--- src/logic/eeprom_pkg.sv ---
package eeprom_pkg;

    // control byte high nibble for 24C-series parts
    localparam logic [3:0] DEVICE_TYPE = 4'b1010;

    typedef struct packed {
        logic        write;
        logic [10:0] addr;
        logic [7:0]  wdata;
    } eeprom_req_t;

    typedef struct packed {
        logic [7:0] rdata;
        logic       nack;
    } eeprom_rsp_t;

    typedef enum logic [1:0] {
        op_start,       // also repeated start
        op_stop,
        op_write_byte,
        op_read_byte
    } bit_op_e;

    typedef struct packed {
        bit_op_e    op;
        logic [7:0] tx_byte;
        logic       master_nack;   // ack bit value after a read byte
    } bit_cmd_t;

    typedef struct packed {
        logic [7:0] rx_byte;
        logic       slave_ack;
    } bit_res_t;

    typedef enum logic [3:0] {
        st_idle,
        st_start,
        st_ctrl_write,
        st_addr_write,
        st_data_write,
        st_restart,
        st_ctrl_read,
        st_data_read,
        st_stop,
        st_done
    } seq_state_e;

endpackage
--- src/logic/eeprom_ctrl_top.sv ---
`timescale 1ns/1ns

module eeprom_ctrl_top
    import eeprom_pkg::*;
#(
    parameter int CLK_DIV = 4
) (
    input  logic        CLK,
    input  logic        RESET,
    input  logic        wb_cyc,
    input  logic        wb_stb,
    input  logic        wb_we,
    input  logic [10:0] wb_adr,
    input  logic [7:0]  wb_wdata,
    output logic [7:0]  wb_rdata,
    output logic        wb_ack,
    output logic        wb_err,
    output logic        scl,
    output logic        sda_drive_low,
    input  logic        sda_in
);

    eeprom_req_t req;
    eeprom_rsp_t rsp;
    bit_cmd_t    cmd;
    bit_res_t    res;
    logic        req_valid;
    logic        req_ready;
    logic        rsp_valid;
    logic        cmd_valid;
    logic        cmd_ready;
    logic        res_done;

    wb_host_port u_host (
        .CLK       (CLK),
        .RESET     (RESET),
        .wb_cyc    (wb_cyc),
        .wb_stb    (wb_stb),
        .wb_we     (wb_we),
        .wb_adr    (wb_adr),
        .wb_wdata  (wb_wdata),
        .wb_rdata  (wb_rdata),
        .wb_ack    (wb_ack),
        .wb_err    (wb_err),
        .req       (req),
        .req_valid (req_valid),
        .req_ready (req_ready),
        .rsp       (rsp),
        .rsp_valid (rsp_valid)
    );

    eeprom_sequencer u_seq (
        .CLK       (CLK),
        .RESET     (RESET),
        .req       (req),
        .req_valid (req_valid),
        .req_ready (req_ready),
        .rsp       (rsp),
        .rsp_valid (rsp_valid),
        .cmd       (cmd),
        .cmd_valid (cmd_valid),
        .cmd_ready (cmd_ready),
        .res       (res),
        .res_done  (res_done)
    );

    i2c_bit_engine #(
        .CLK_DIV (CLK_DIV)
    ) u_bit (
        .CLK           (CLK),
        .RESET         (RESET),
        .cmd           (cmd),
        .cmd_valid     (cmd_valid),
        .cmd_ready     (cmd_ready),
        .res           (res),
        .res_done      (res_done),
        .scl           (scl),
        .sda_drive_low (sda_drive_low),
        .sda_in        (sda_in)
    );

endmodule

--- src/logic/i2c_bit_engine.sv ---
`timescale 1ns/1ns

module i2c_bit_engine
    import eeprom_pkg::*;
#(
    parameter int CLK_DIV = 4
) (
    input  logic     CLK,
    input  logic     RESET,
    input  bit_cmd_t cmd,
    input  logic     cmd_valid,
    output logic     cmd_ready,
    output bit_res_t res,
    output logic     res_done,
    output logic     scl,
    output logic     sda_drive_low,
    input  logic     sda_in
);

    localparam int QW = (CLK_DIV > 1) ? $clog2(CLK_DIV) : 1;

    logic          busy;
    bit_op_e       op_q;
    logic [7:0]    tx_sh;
    logic [7:0]    rx_sh;
    logic          nack_q;
    logic          ack_q;
    logic [QW-1:0] qcnt;
    logic [1:0]    phase;        // quarter within the bit
    logic [3:0]    bcnt;         // bit 8 is the ack slot
    logic          scl_hold;
    logic          sda_hold;
    logic          tick;
    logic          is_byte;
    logic          last_bit;
    logic          scl_f;
    logic          sda_f;

    assign tick      = (qcnt == QW'(CLK_DIV - 1));
    assign is_byte   = (op_q == op_write_byte) || (op_q == op_read_byte);
    assign last_bit  = !is_byte || (bcnt == 4'd8);
    assign cmd_ready = !busy;
    assign res_done  = busy && tick && (phase == 2'd3) && last_bit;
    assign res       = '{rx_byte: rx_sh, slave_ack: ack_q};

    always_comb begin
        case (op_q)
            op_start: begin
                scl_f = (phase == 2'd1) || (phase == 2'd2);
                sda_f = phase[1];               // falls while scl high
            end
            op_stop: begin
                scl_f = (phase != 2'd0);
                sda_f = !phase[1];              // rises while scl high
            end
            default: begin
                scl_f = (phase == 2'd1) || (phase == 2'd2);
                if (bcnt == 4'd8)
                    sda_f = (op_q == op_read_byte) && !nack_q;
                else
                    sda_f = (op_q == op_write_byte) && !tx_sh[7];
            end
        endcase
    end

    // between commands the lines keep their last level
    assign scl           = busy ? scl_f : scl_hold;
    assign sda_drive_low = busy ? sda_f : sda_hold;

    always_ff @(posedge CLK) begin
        if (RESET) begin
            busy     <= 1'b0;
            qcnt     <= '0;
            phase    <= 2'd0;
            bcnt     <= 4'd0;
            scl_hold <= 1'b1;
            sda_hold <= 1'b0;
        end else if (!busy) begin
            qcnt  <= '0;
            phase <= 2'd0;
            bcnt  <= 4'd0;
            if (cmd_valid)
                busy <= 1'b1;
        end else begin
            qcnt <= tick ? '0 : qcnt + 1'b1;
            if (tick) begin
                phase <= phase + 2'd1;
                if (phase == 2'd3)
                    bcnt <= bcnt + 4'd1;
            end
            if (res_done) begin
                busy     <= 1'b0;
                scl_hold <= scl_f;
                sda_hold <= sda_f;
            end
        end
    end

    always_ff @(posedge CLK) begin
        if (cmd_valid && cmd_ready) begin
            op_q   <= cmd.op;
            tx_sh  <= cmd.tx_byte;
            nack_q <= cmd.master_nack;
        end else if (busy && tick) begin
            if (phase == 2'd1) begin    // middle of scl high
                if (bcnt == 4'd8)
                    ack_q <= !sda_in;
                else
                    rx_sh <= {rx_sh[6:0], sda_in};
            end
            if (phase == 2'd3)
                tx_sh <= {tx_sh[6:0], 1'b0};
        end
    end

    // data bits only move while scl is low
    assert property (@(posedge CLK) disable iff (RESET)
        (busy && $past(busy) && is_byte && scl && $past(scl)) |-> $stable(sda_drive_low));

endmodule

--- src/logic/eeprom_sequencer.sv ---
`timescale 1ns/1ns

module eeprom_sequencer
    import eeprom_pkg::*;
(
    input  logic        CLK,
    input  logic        RESET,
    input  eeprom_req_t req,
    input  logic        req_valid,
    output logic        req_ready,
    output eeprom_rsp_t rsp,
    output logic        rsp_valid,
    output bit_cmd_t    cmd,
    output logic        cmd_valid,
    input  logic        cmd_ready,
    input  bit_res_t    res,
    input  logic        res_done
);

    seq_state_e  state;
    seq_state_e  next_state;
    eeprom_req_t req_q;
    logic        nack_q;
    logic [7:0]  rdata_q;
    logic        in_flight;     // command accepted, res_done pending
    logic [2:0]  page;
    logic        ack_checked;

    assign page      = req_q.addr[10:8];
    assign req_ready = (state == st_idle);
    assign rsp_valid = (state == st_done);
    assign rsp       = '{rdata: rdata_q, nack: nack_q};

    // bytes the slave has to acknowledge
    assign ack_checked = (state == st_ctrl_write) || (state == st_addr_write) ||
                         (state == st_data_write) || (state == st_ctrl_read);

    // command follows directly from the state
    always_comb begin
        cmd.op          = op_start;
        cmd.tx_byte     = 8'h00;
        cmd.master_nack = 1'b0;
        case (state)
            st_ctrl_write: begin
                cmd.op      = op_write_byte;
                cmd.tx_byte = {DEVICE_TYPE, page, 1'b0};
            end
            st_addr_write: begin
                cmd.op      = op_write_byte;
                cmd.tx_byte = req_q.addr[7:0];
            end
            st_data_write: begin
                cmd.op      = op_write_byte;
                cmd.tx_byte = req_q.wdata;
            end
            st_ctrl_read: begin
                cmd.op      = op_write_byte;
                cmd.tx_byte = {DEVICE_TYPE, page, 1'b1};
            end
            st_data_read: begin
                cmd.op          = op_read_byte;
                cmd.master_nack = 1'b1;  // single byte read
            end
            st_stop: cmd.op = op_stop;
            default: ;
        endcase
    end

    // any missing ack falls through to stop
    always_comb begin
        next_state = st_stop;
        case (state)
            st_start:      next_state = st_ctrl_write;
            st_ctrl_write: if (res.slave_ack) next_state = st_addr_write;
            st_addr_write: begin
                if (res.slave_ack)
                    next_state = req_q.write ? st_data_write : st_restart;
            end
            st_restart:    next_state = st_ctrl_read;
            st_ctrl_read:  if (res.slave_ack) next_state = st_data_read;
            st_stop:       next_state = st_done;
            default: ;
        endcase
    end

    always_ff @(posedge CLK) begin
        if (RESET) begin
            state     <= st_idle;
            cmd_valid <= 1'b0;
            in_flight <= 1'b0;
            nack_q    <= 1'b0;
        end else begin
            if (cmd_valid && cmd_ready) begin
                cmd_valid <= 1'b0;
                in_flight <= 1'b1;
            end
            case (state)
                st_idle: begin
                    if (req_valid) begin
                        nack_q    <= 1'b0;
                        state     <= st_start;
                        cmd_valid <= 1'b1;
                    end
                end
                st_done: state <= st_idle;
                default: begin
                    if (res_done && in_flight) begin
                        in_flight <= 1'b0;
                        cmd_valid <= (state != st_stop);
                        state     <= next_state;
                        if (ack_checked && !res.slave_ack)
                            nack_q <= 1'b1;
                    end
                end
            endcase
        end
    end

    always_ff @(posedge CLK) begin
        if (req_valid && req_ready)
            req_q <= req;
        if (res_done && state == st_data_read)
            rdata_q <= res.rx_byte;
    end

    // a new command only once the bit engine has gone idle
    assert property (@(posedge CLK) disable iff (RESET) $rose(cmd_valid) |-> cmd_ready);

endmodule

--- src/logic/wb_host_port.sv ---
`timescale 1ns/1ns

module wb_host_port
    import eeprom_pkg::*;
(
    input  logic        CLK,
    input  logic        RESET,
    input  logic        wb_cyc,
    input  logic        wb_stb,
    input  logic        wb_we,
    input  logic [10:0] wb_adr,
    input  logic [7:0]  wb_wdata,
    output logic [7:0]  wb_rdata,
    output logic        wb_ack,
    output logic        wb_err,
    output eeprom_req_t req,
    output logic        req_valid,
    input  logic        req_ready,
    input  eeprom_rsp_t rsp,
    input  logic        rsp_valid
);

    logic busy;
    logic start;

    // new cycle only once the previous ack/err has been seen by the host
    assign start = wb_cyc && wb_stb && !busy && !wb_ack && !wb_err;

    always_ff @(posedge CLK) begin
        if (RESET) begin
            busy      <= 1'b0;
            req_valid <= 1'b0;
            wb_ack    <= 1'b0;
            wb_err    <= 1'b0;
        end else begin
            wb_ack <= rsp_valid && !rsp.nack;
            wb_err <= rsp_valid && rsp.nack;
            if (start) begin
                busy      <= 1'b1;
                req_valid <= 1'b1;
            end else if (req_valid && req_ready) begin
                req_valid <= 1'b0;
            end
            if (rsp_valid)
                busy <= 1'b0;
        end
    end

    always_ff @(posedge CLK) begin
        if (start) begin
            req.write <= wb_we;
            req.addr  <= wb_adr;
            req.wdata <= wb_wdata;
        end
        if (rsp_valid)
            wb_rdata <= rsp.rdata;  // valid alongside wb_ack
    end

    // termination is exclusive and lasts a single cycle
    assert property (@(posedge CLK) disable iff (RESET)
        (wb_ack || wb_err) |-> !(wb_ack && wb_err) ##1 !(wb_ack || wb_err));

endmodule

--- config.mk ---
export PLATFORM = sky130hd
export DESIGN_NAME = eeprom_ctrl_top
export DESIGN_NICKNAME = d
export VERILOG_FILES = /design/src/logic/eeprom_pkg.sv /design/src/logic/eeprom_ctrl_top.sv /design/src/logic/i2c_bit_engine.sv /design/src/logic/eeprom_sequencer.sv /design/src/logic/wb_host_port.sv
export SDC_FILE = /design/constraint.sdc
export NUM_CORES = 1
export LEC_CHECK = 0
export ABC_AREA = 1
export BUFFER_PORTS_ARGS = -buffer_cell sky130_fd_sc_hd__buf_2
export CAP_MARGIN = 10
export CORE_MARGIN = 1.5
export CORE_UTILIZATION = 52
export CTS_CLUSTER_DIAMETER = 60
export DETAILED_ROUTE_END_ITERATION = 10
export GPL_ROUTABILITY_DRIVEN = 0
export PLACE_DENSITY = 0.74
export SLEW_MARGIN = 0
export SYNTH_ARGS = -nofsm -noshare
export SYNTH_HDL_FRONTEND = slang
export SYNTH_HIERARCHICAL = 1
export SYNTH_SLANG_ARGS = --single-unit
--- constraint.sdc ---
create_clock -name CLK -period 1.9 [get_ports CLK]
set_input_delay 0.19 -clock CLK [delete_from_list [all_inputs] [get_ports CLK]]
set_output_delay 0.19 -clock CLK [all_outputs]
set_load 0.1 [all_outputs]
* Word-level counts from Yosys, hierarchy flattened
Cells that the tools add are included.
** Word-level totals
- Logic and storage cells :: 142
- Input port bits :: 25
- Flip-flop bits (word level) :: 98
- Output and inout bits :: 12
** Cells by class
- Mux-type cells :: 35
- Add/sub/neg operators :: 3
- Reductions and logical operators :: 54
- Eq/ne operators :: 19
- Bitwise logic cells :: 4
** Operators with widths (count)
- one-hot mux 8 bit (4 select lines) :: 1
- 2-to-1 mux 8 bit :: 3
- one-hot mux 4 bit (6 select lines) :: 1
- 2-to-1 mux 1 bit :: 20
- 2-to-1 mux 4 bit :: 5
- equality test 4 x 3 -> 1 bit, second input constant :: 4
- logical AND 1 bit :: 16
- equality test 4 bit, second input constant :: 3
- AND reduction 4 bit :: 3
- nonzero test 2 bit :: 6
- logical NOT 1 bit :: 11
- equality test 2 bit, second input constant :: 5
- equality test 4 x 2 -> 1 bit, second input constant :: 2
- one-hot mux 4 bit (2 select lines) :: 1
- AND reduction 2 bit :: 4
- logical OR 1 bit :: 6
- one-hot mux 1 bit (2 select lines) :: 3
- one-hot mux 2 bit (3 select lines) :: 1
- OR reduction 2 bit :: 3
- adder 2 x 1 -> 2 bit, second input constant :: 2
- adder 4 x 1 -> 4 bit, second input constant :: 1
- equality test 2 x 1 -> 1 bit, second input constant :: 2
- equality test 4 x 1 -> 1 bit, second input constant :: 1
- logical NOT 4 bit :: 1
- other kinds (7) :: 10

* Logic depth before layout (Yosys ltp)
- Depth after elaboration :: 8
- Depth in mapped cells :: 14

* Hierarchy
The synthesis kept the hierarchy.
** By module, submodules not included
- eeprom_sequencer :: area each 1441.4 um2, sequential area each 980.9 um2, times used 1, cells an instance 139
- i2c_bit_engine :: area each 1328.8 um2, sequential area each 820.8 um2, times used 1, cells an instance 138
- wb_host_port :: area each 994.7 um2, sequential area each 920.9 um2, times used 1, cells an instance 47

* Worst setup path before layout
OpenSTA, ideal clock, no wires.
- Path kind :: reg2reg
- From :: register u_seq.state[1]
- To :: register u_seq.nack_q
- Path buffers :: 0
- Data required time :: 1784 ps
- Slack :: -138 ps
- Arrival time :: 1922 ps
- Stages on the path, launching flop included :: 9
- Clock period less this slack :: 2038 ps
- Path through :: dfxtp_1 > nor2_1 > nand2_2 > nor2_1 > inv_1 > o21ai_0 > nand2_1 > nand2_1 > a21oi_1
** On the way
- Cells in the longest elaborated chain, start to end :: 7
** RTL lines
- start: declaration :: line eeprom_sequencer.sv:20 : seq_state_e state;
- start signal: assignment :: line eeprom_sequencer.sv:88 : state <= st_idle;
- start signal: assignment :: line eeprom_sequencer.sv:101 : state <= st_start;
- start signal: assignment :: line eeprom_sequencer.sv:105 : st_done: state <= st_idle;
- equality test 4 x 2 -> 1 bit :: line eeprom_sequencer.sv:35 : assign ack_checked = (state == st_ctrl_write) || (state == st_addr_write) ||
- logical OR 1 bit (2 in a row) :: line eeprom_sequencer.sv:35
- logical OR 1 bit :: line eeprom_sequencer.sv:36 : (state == st_data_write) || (state == st_ctrl_read);
- logical AND 1 bit :: line eeprom_sequencer.sv:111 : if (ack_checked && !res.slave_ack)
- nonzero test 2 bit (no source line)
- AND reduction 4 bit (no source line)
- end signal: assignment :: line eeprom_sequencer.sv:91 : nack_q <= 1'b0;
- end signal: assignment :: line eeprom_sequencer.sv:100 : nack_q <= 1'b0;
- end signal: assignment :: line eeprom_sequencer.sv:112 : nack_q <= 1'b1;
- end: declaration :: line eeprom_sequencer.sv:23 : logic nack_q;
Parallel ways exist; a longest one is shown, timed or not.
A chain may end at the register's enable or synchronous reset.

* Worst setup path in the final report
- From :: register u_bit.bcnt[1]
- To :: output sda_drive_low
** On the way
- Cells in the longest elaborated chain, start to end :: 4
** RTL lines
- start: declaration :: line i2c_bit_engine.sv:30 : logic [3:0] bcnt;
- start signal: assignment :: line i2c_bit_engine.sv:89 : bcnt <= bcnt + 4'd1;
- equality test 4 bit :: line i2c_bit_engine.sv:58 : if (bcnt == 4'd8)
- 2-to-1 mux 1 bit :: line i2c_bit_engine.sv:58
- one-hot mux 1 bit (2 select lines) :: line i2c_bit_engine.sv:47 : case (op_q)
- 2-to-1 mux 1 bit :: line i2c_bit_engine.sv:68 : assign sda_drive_low = busy ? sda_f : sda_hold;
- end: declaration :: line eeprom_ctrl_top.sv:19 : output logic sda_drive_low,
No other way between the ends.

==> metrics.txt <==
status=completed; Setup-failing EPs final=0; Final Hold Viols=0; syn_area_per_cell=11.6 um2; slowest CP cell=dfxtp_2; WL final=6.00 mm; commonest cells in the netlist=78 x nand2_1, 76 x edfxtp_1, 41 x inv_1; CTS root buf=clkbuf_8; core area=6910 um2; worst r2r dst=u_seq/state[3]; Arr. time, crit path=1610 ps; Yosys top cell by area=edfxtp_1; dpl ws=179 ps; clock slew at reported path FFs=90 ps; Die Width=88.1 um; global-route usage over all layers=17.2%; top cell type's share of synthesized area=60.6%; first-pass GRT wire length=9.72 mm; Worst Path Max Fanout=3; Die Y=88.1 um; CP dominant cell by count=nand2_1; DR iter-0 viols=123; Leakage=1.85 nW; synthesized net count=355; Synth Cell Area=3760 um2; Port Buffers=36; CP required=1710 ps; post-synthesis sequential area ratio=72.3%; Final TNS setup=0 ps; top_reg_cell synth=edfxtp_1; Startpoint Class=register; hold path startpoint=sda_in; via-per-instance ratio=4.77; CP max stage delay=350 ps; grt total ovfl=0; CTS tree=yes; die area=7760 um2; fin crit share=94.6%; Least-Margin Pin Slew=487 ps; worst setup margin=102 ps; Syn Inst Count=324; Rel. slew slack=67.8%; vias in the first global route=2188; io pins=37; max cap viols=0; worst path cell trace=inv_2, ha_4, nand2_1, nor2_2, nand2_1, nand3_1, nand2_1, nand2_2, buf_12; Finished Cell Area=4540 um2; PwrDens=931 nW/um2; asr flop ratio synth=0%; initial antenna violation count=0; Hold Crit Class=in -> reg; YS warnings=6; fmax=0.556 GHz; Max IR drop VDD=0.000631 V; clock latency on the worst-skew pair=350 ps; CP top delay family=simple AND/OR/NAND/NOR gates; Hold Path End=u_bit/rx_sh[0]; Post-CTS Setup Bufs=0; DRC violations left=0; Initial Util=54.5%; ANT cells=0; drt pass-1 iters=5; P&R area growth vs syn=20.6%; Reg2Reg Depth=13; Yosys reg bits=98; Worst R2R Setup Slack=260 ps; post-route ant nets=0; reg2reg start=u_bit/qcnt[0]; Fin Clk Skew=11.1 ps; TritonCTS Buffers=9; vias=2366; average wire per cell in the routed design=12.1 um; Post-synth EDFFs=76; Max Buffers Root-to-Sink=2; synth top area cells=edfxtp_1 61%, dfxtp_1 12%, nand2_1 7.8%; RSZ-0062 raised after global routing=false; H-tree depth=3; WS Path Type=reg -> out; layout cells sized above 1=21.8%; most common cell in the synthesized netlist=nand2_1; number of clock sinks=98; DP Wirelength=3.89 mm; Rows=30; pin count of the biggest net entering global routing=21; Worst Hold Depth=1; nets@finish=426; Netlist cell types=27; Final Max Slew Viols=0; dpl cell area=4130 um2; fin crit period=1800 ps; Buffers & Inverters on Critical Path=2; CP endpoint kind=output pin
[how the worst max path moves through the flow]
stage	from	slack [ps]	end	cells after the start
global route	u_bit/bcnt[0]	8	sda_drive_low	9
CTS	u_bit/bcnt[0]	10	sda_drive_low	8
detailed placement	u_bit/qcnt[0]	180	u_seq/state[3]	13
finish	u_bit/bcnt[1]	100	sda_drive_low	9
global placement	u_bit/qcnt[0]	240	u_seq/state[3]	13
floorplan	u_host/wb_err	150	u_host/req[0]	3
[cell usage in the layout (no fill, tap or decap), types with 2 or more instances in the layout]
| master | instances |
|---|---|
| a21oi_1 | 7 |
| a221o_1 | 2 |
| a22o_1 | 2 |
| buf_12 | 2 |
| buf_2 | 34 |
| buf_4 | 6 |
| clkbuf_8 | 9 |
| clkinv_2 | 2 |
| clkinvlp_4 | 3 |
| dfxtp_1 | 18 |
| dfxtp_2 | 4 |
| dlygate4sd3_1 | 20 |
| edfxtp_1 | 76 |
| ha_1 | 5 |
| inv_1 | 39 |
| inv_2 | 7 |
| inv_8 | 2 |
| nand2_1 | 74 |
| nand2_2 | 8 |
| nand3_1 | 18 |
| nand3_2 | 2 |
| nor2_1 | 26 |
| nor2_2 | 6 |
| nor3_1 | 4 |
| o21ai_0 | 10 |
| o21ai_1 | 4 |
[power breakdown]
part / internal [mW] / switching (mW) / total, mW / leakage, nW
combinational: 0.199 / 0.346 / 0.545 / 0.891
sequential: 2.41 / 0.0500 / 2.46 / 0.873
clock: 0.492 / 0.725 / 1.22 / 0.0823
total: 3.11 / 1.12 / 4.23 / 1.85
[stage by stage]
stage / power, mW / util (%) / std cells / hold WS (ps)
5_1_grt: 4.44 / 65.7 / 496 / 0.408
2_1_floorplan: 2.88 / - / 324 / 259
4_1_cts: 4.26 / 65.1 / 495 / 0.787
6_report: 4.23 / 65.7 / 496 / 25.7
3_5_place_dp: 3.02 / 59.8 / 460 / 368
3_3_place_gp: 3.01 / 59.8 / 460 / 366
[kinds of logic after synthesis]
family,after synthesis,synth area share (%)
buffers and inverters,49,5.12
AO/OA/AOI/OAI,28,4.35
adder cells (fa/ha/maj),6,1.99
AND/OR/NAND/NOR,143,16.2
flip-flops,98,72.3
[state kept, by name, indices dropped and copies added (netlist names), 2 cells and up]
signal / flops
u_seq/state: 4
u_host/wb_rdata: 8
u_bit/bcnt: 4
u_seq/page: 3
u_bit/phase: 2
u_seq/req_q: 17
u_bit/qcnt: 2
u_bit/op_q: 2
u_bit/tx_sh: 8
u_seq/rdata_q: 8
u_bit/rx_sh: 8
u_host/req: 20
[per-layer routing]
| layer | wire (um) | part of all wire [%] | up-vias | track usage (%) |
|---|---|---|---|---|
| met2 | 3090 | 52 | 44 | 28.4 |
| met5 | 0 | 0 | - | 0 |
| met4 | 62 | 1.0 | 0 | 6.11 |
| li1 | - | - | 1222 | - |
| met3 | 203 | 3.4 | 5 | 6.50 |
| met1 | 2640 | 44 | 1095 | 20.8 |
[area by class of cell]
type,instances,area (um2)
clock buffer,10,128
clock inverter,6,50.0
fill,549,2370
inverter,47,178
multi-input combinational,177,882
sequential,98,2730
tap,96,120
timing repair buffer,62,455
[timing repair]
action / in CTS / in global routing
hold endpoints to repair: 19 / 1
endpoints found under the setup margin: 0 / 7
hold buffers: 19 / 1
resized for setup: 0 / 15
No activity file was read; power rests on OpenSTA's default activity.
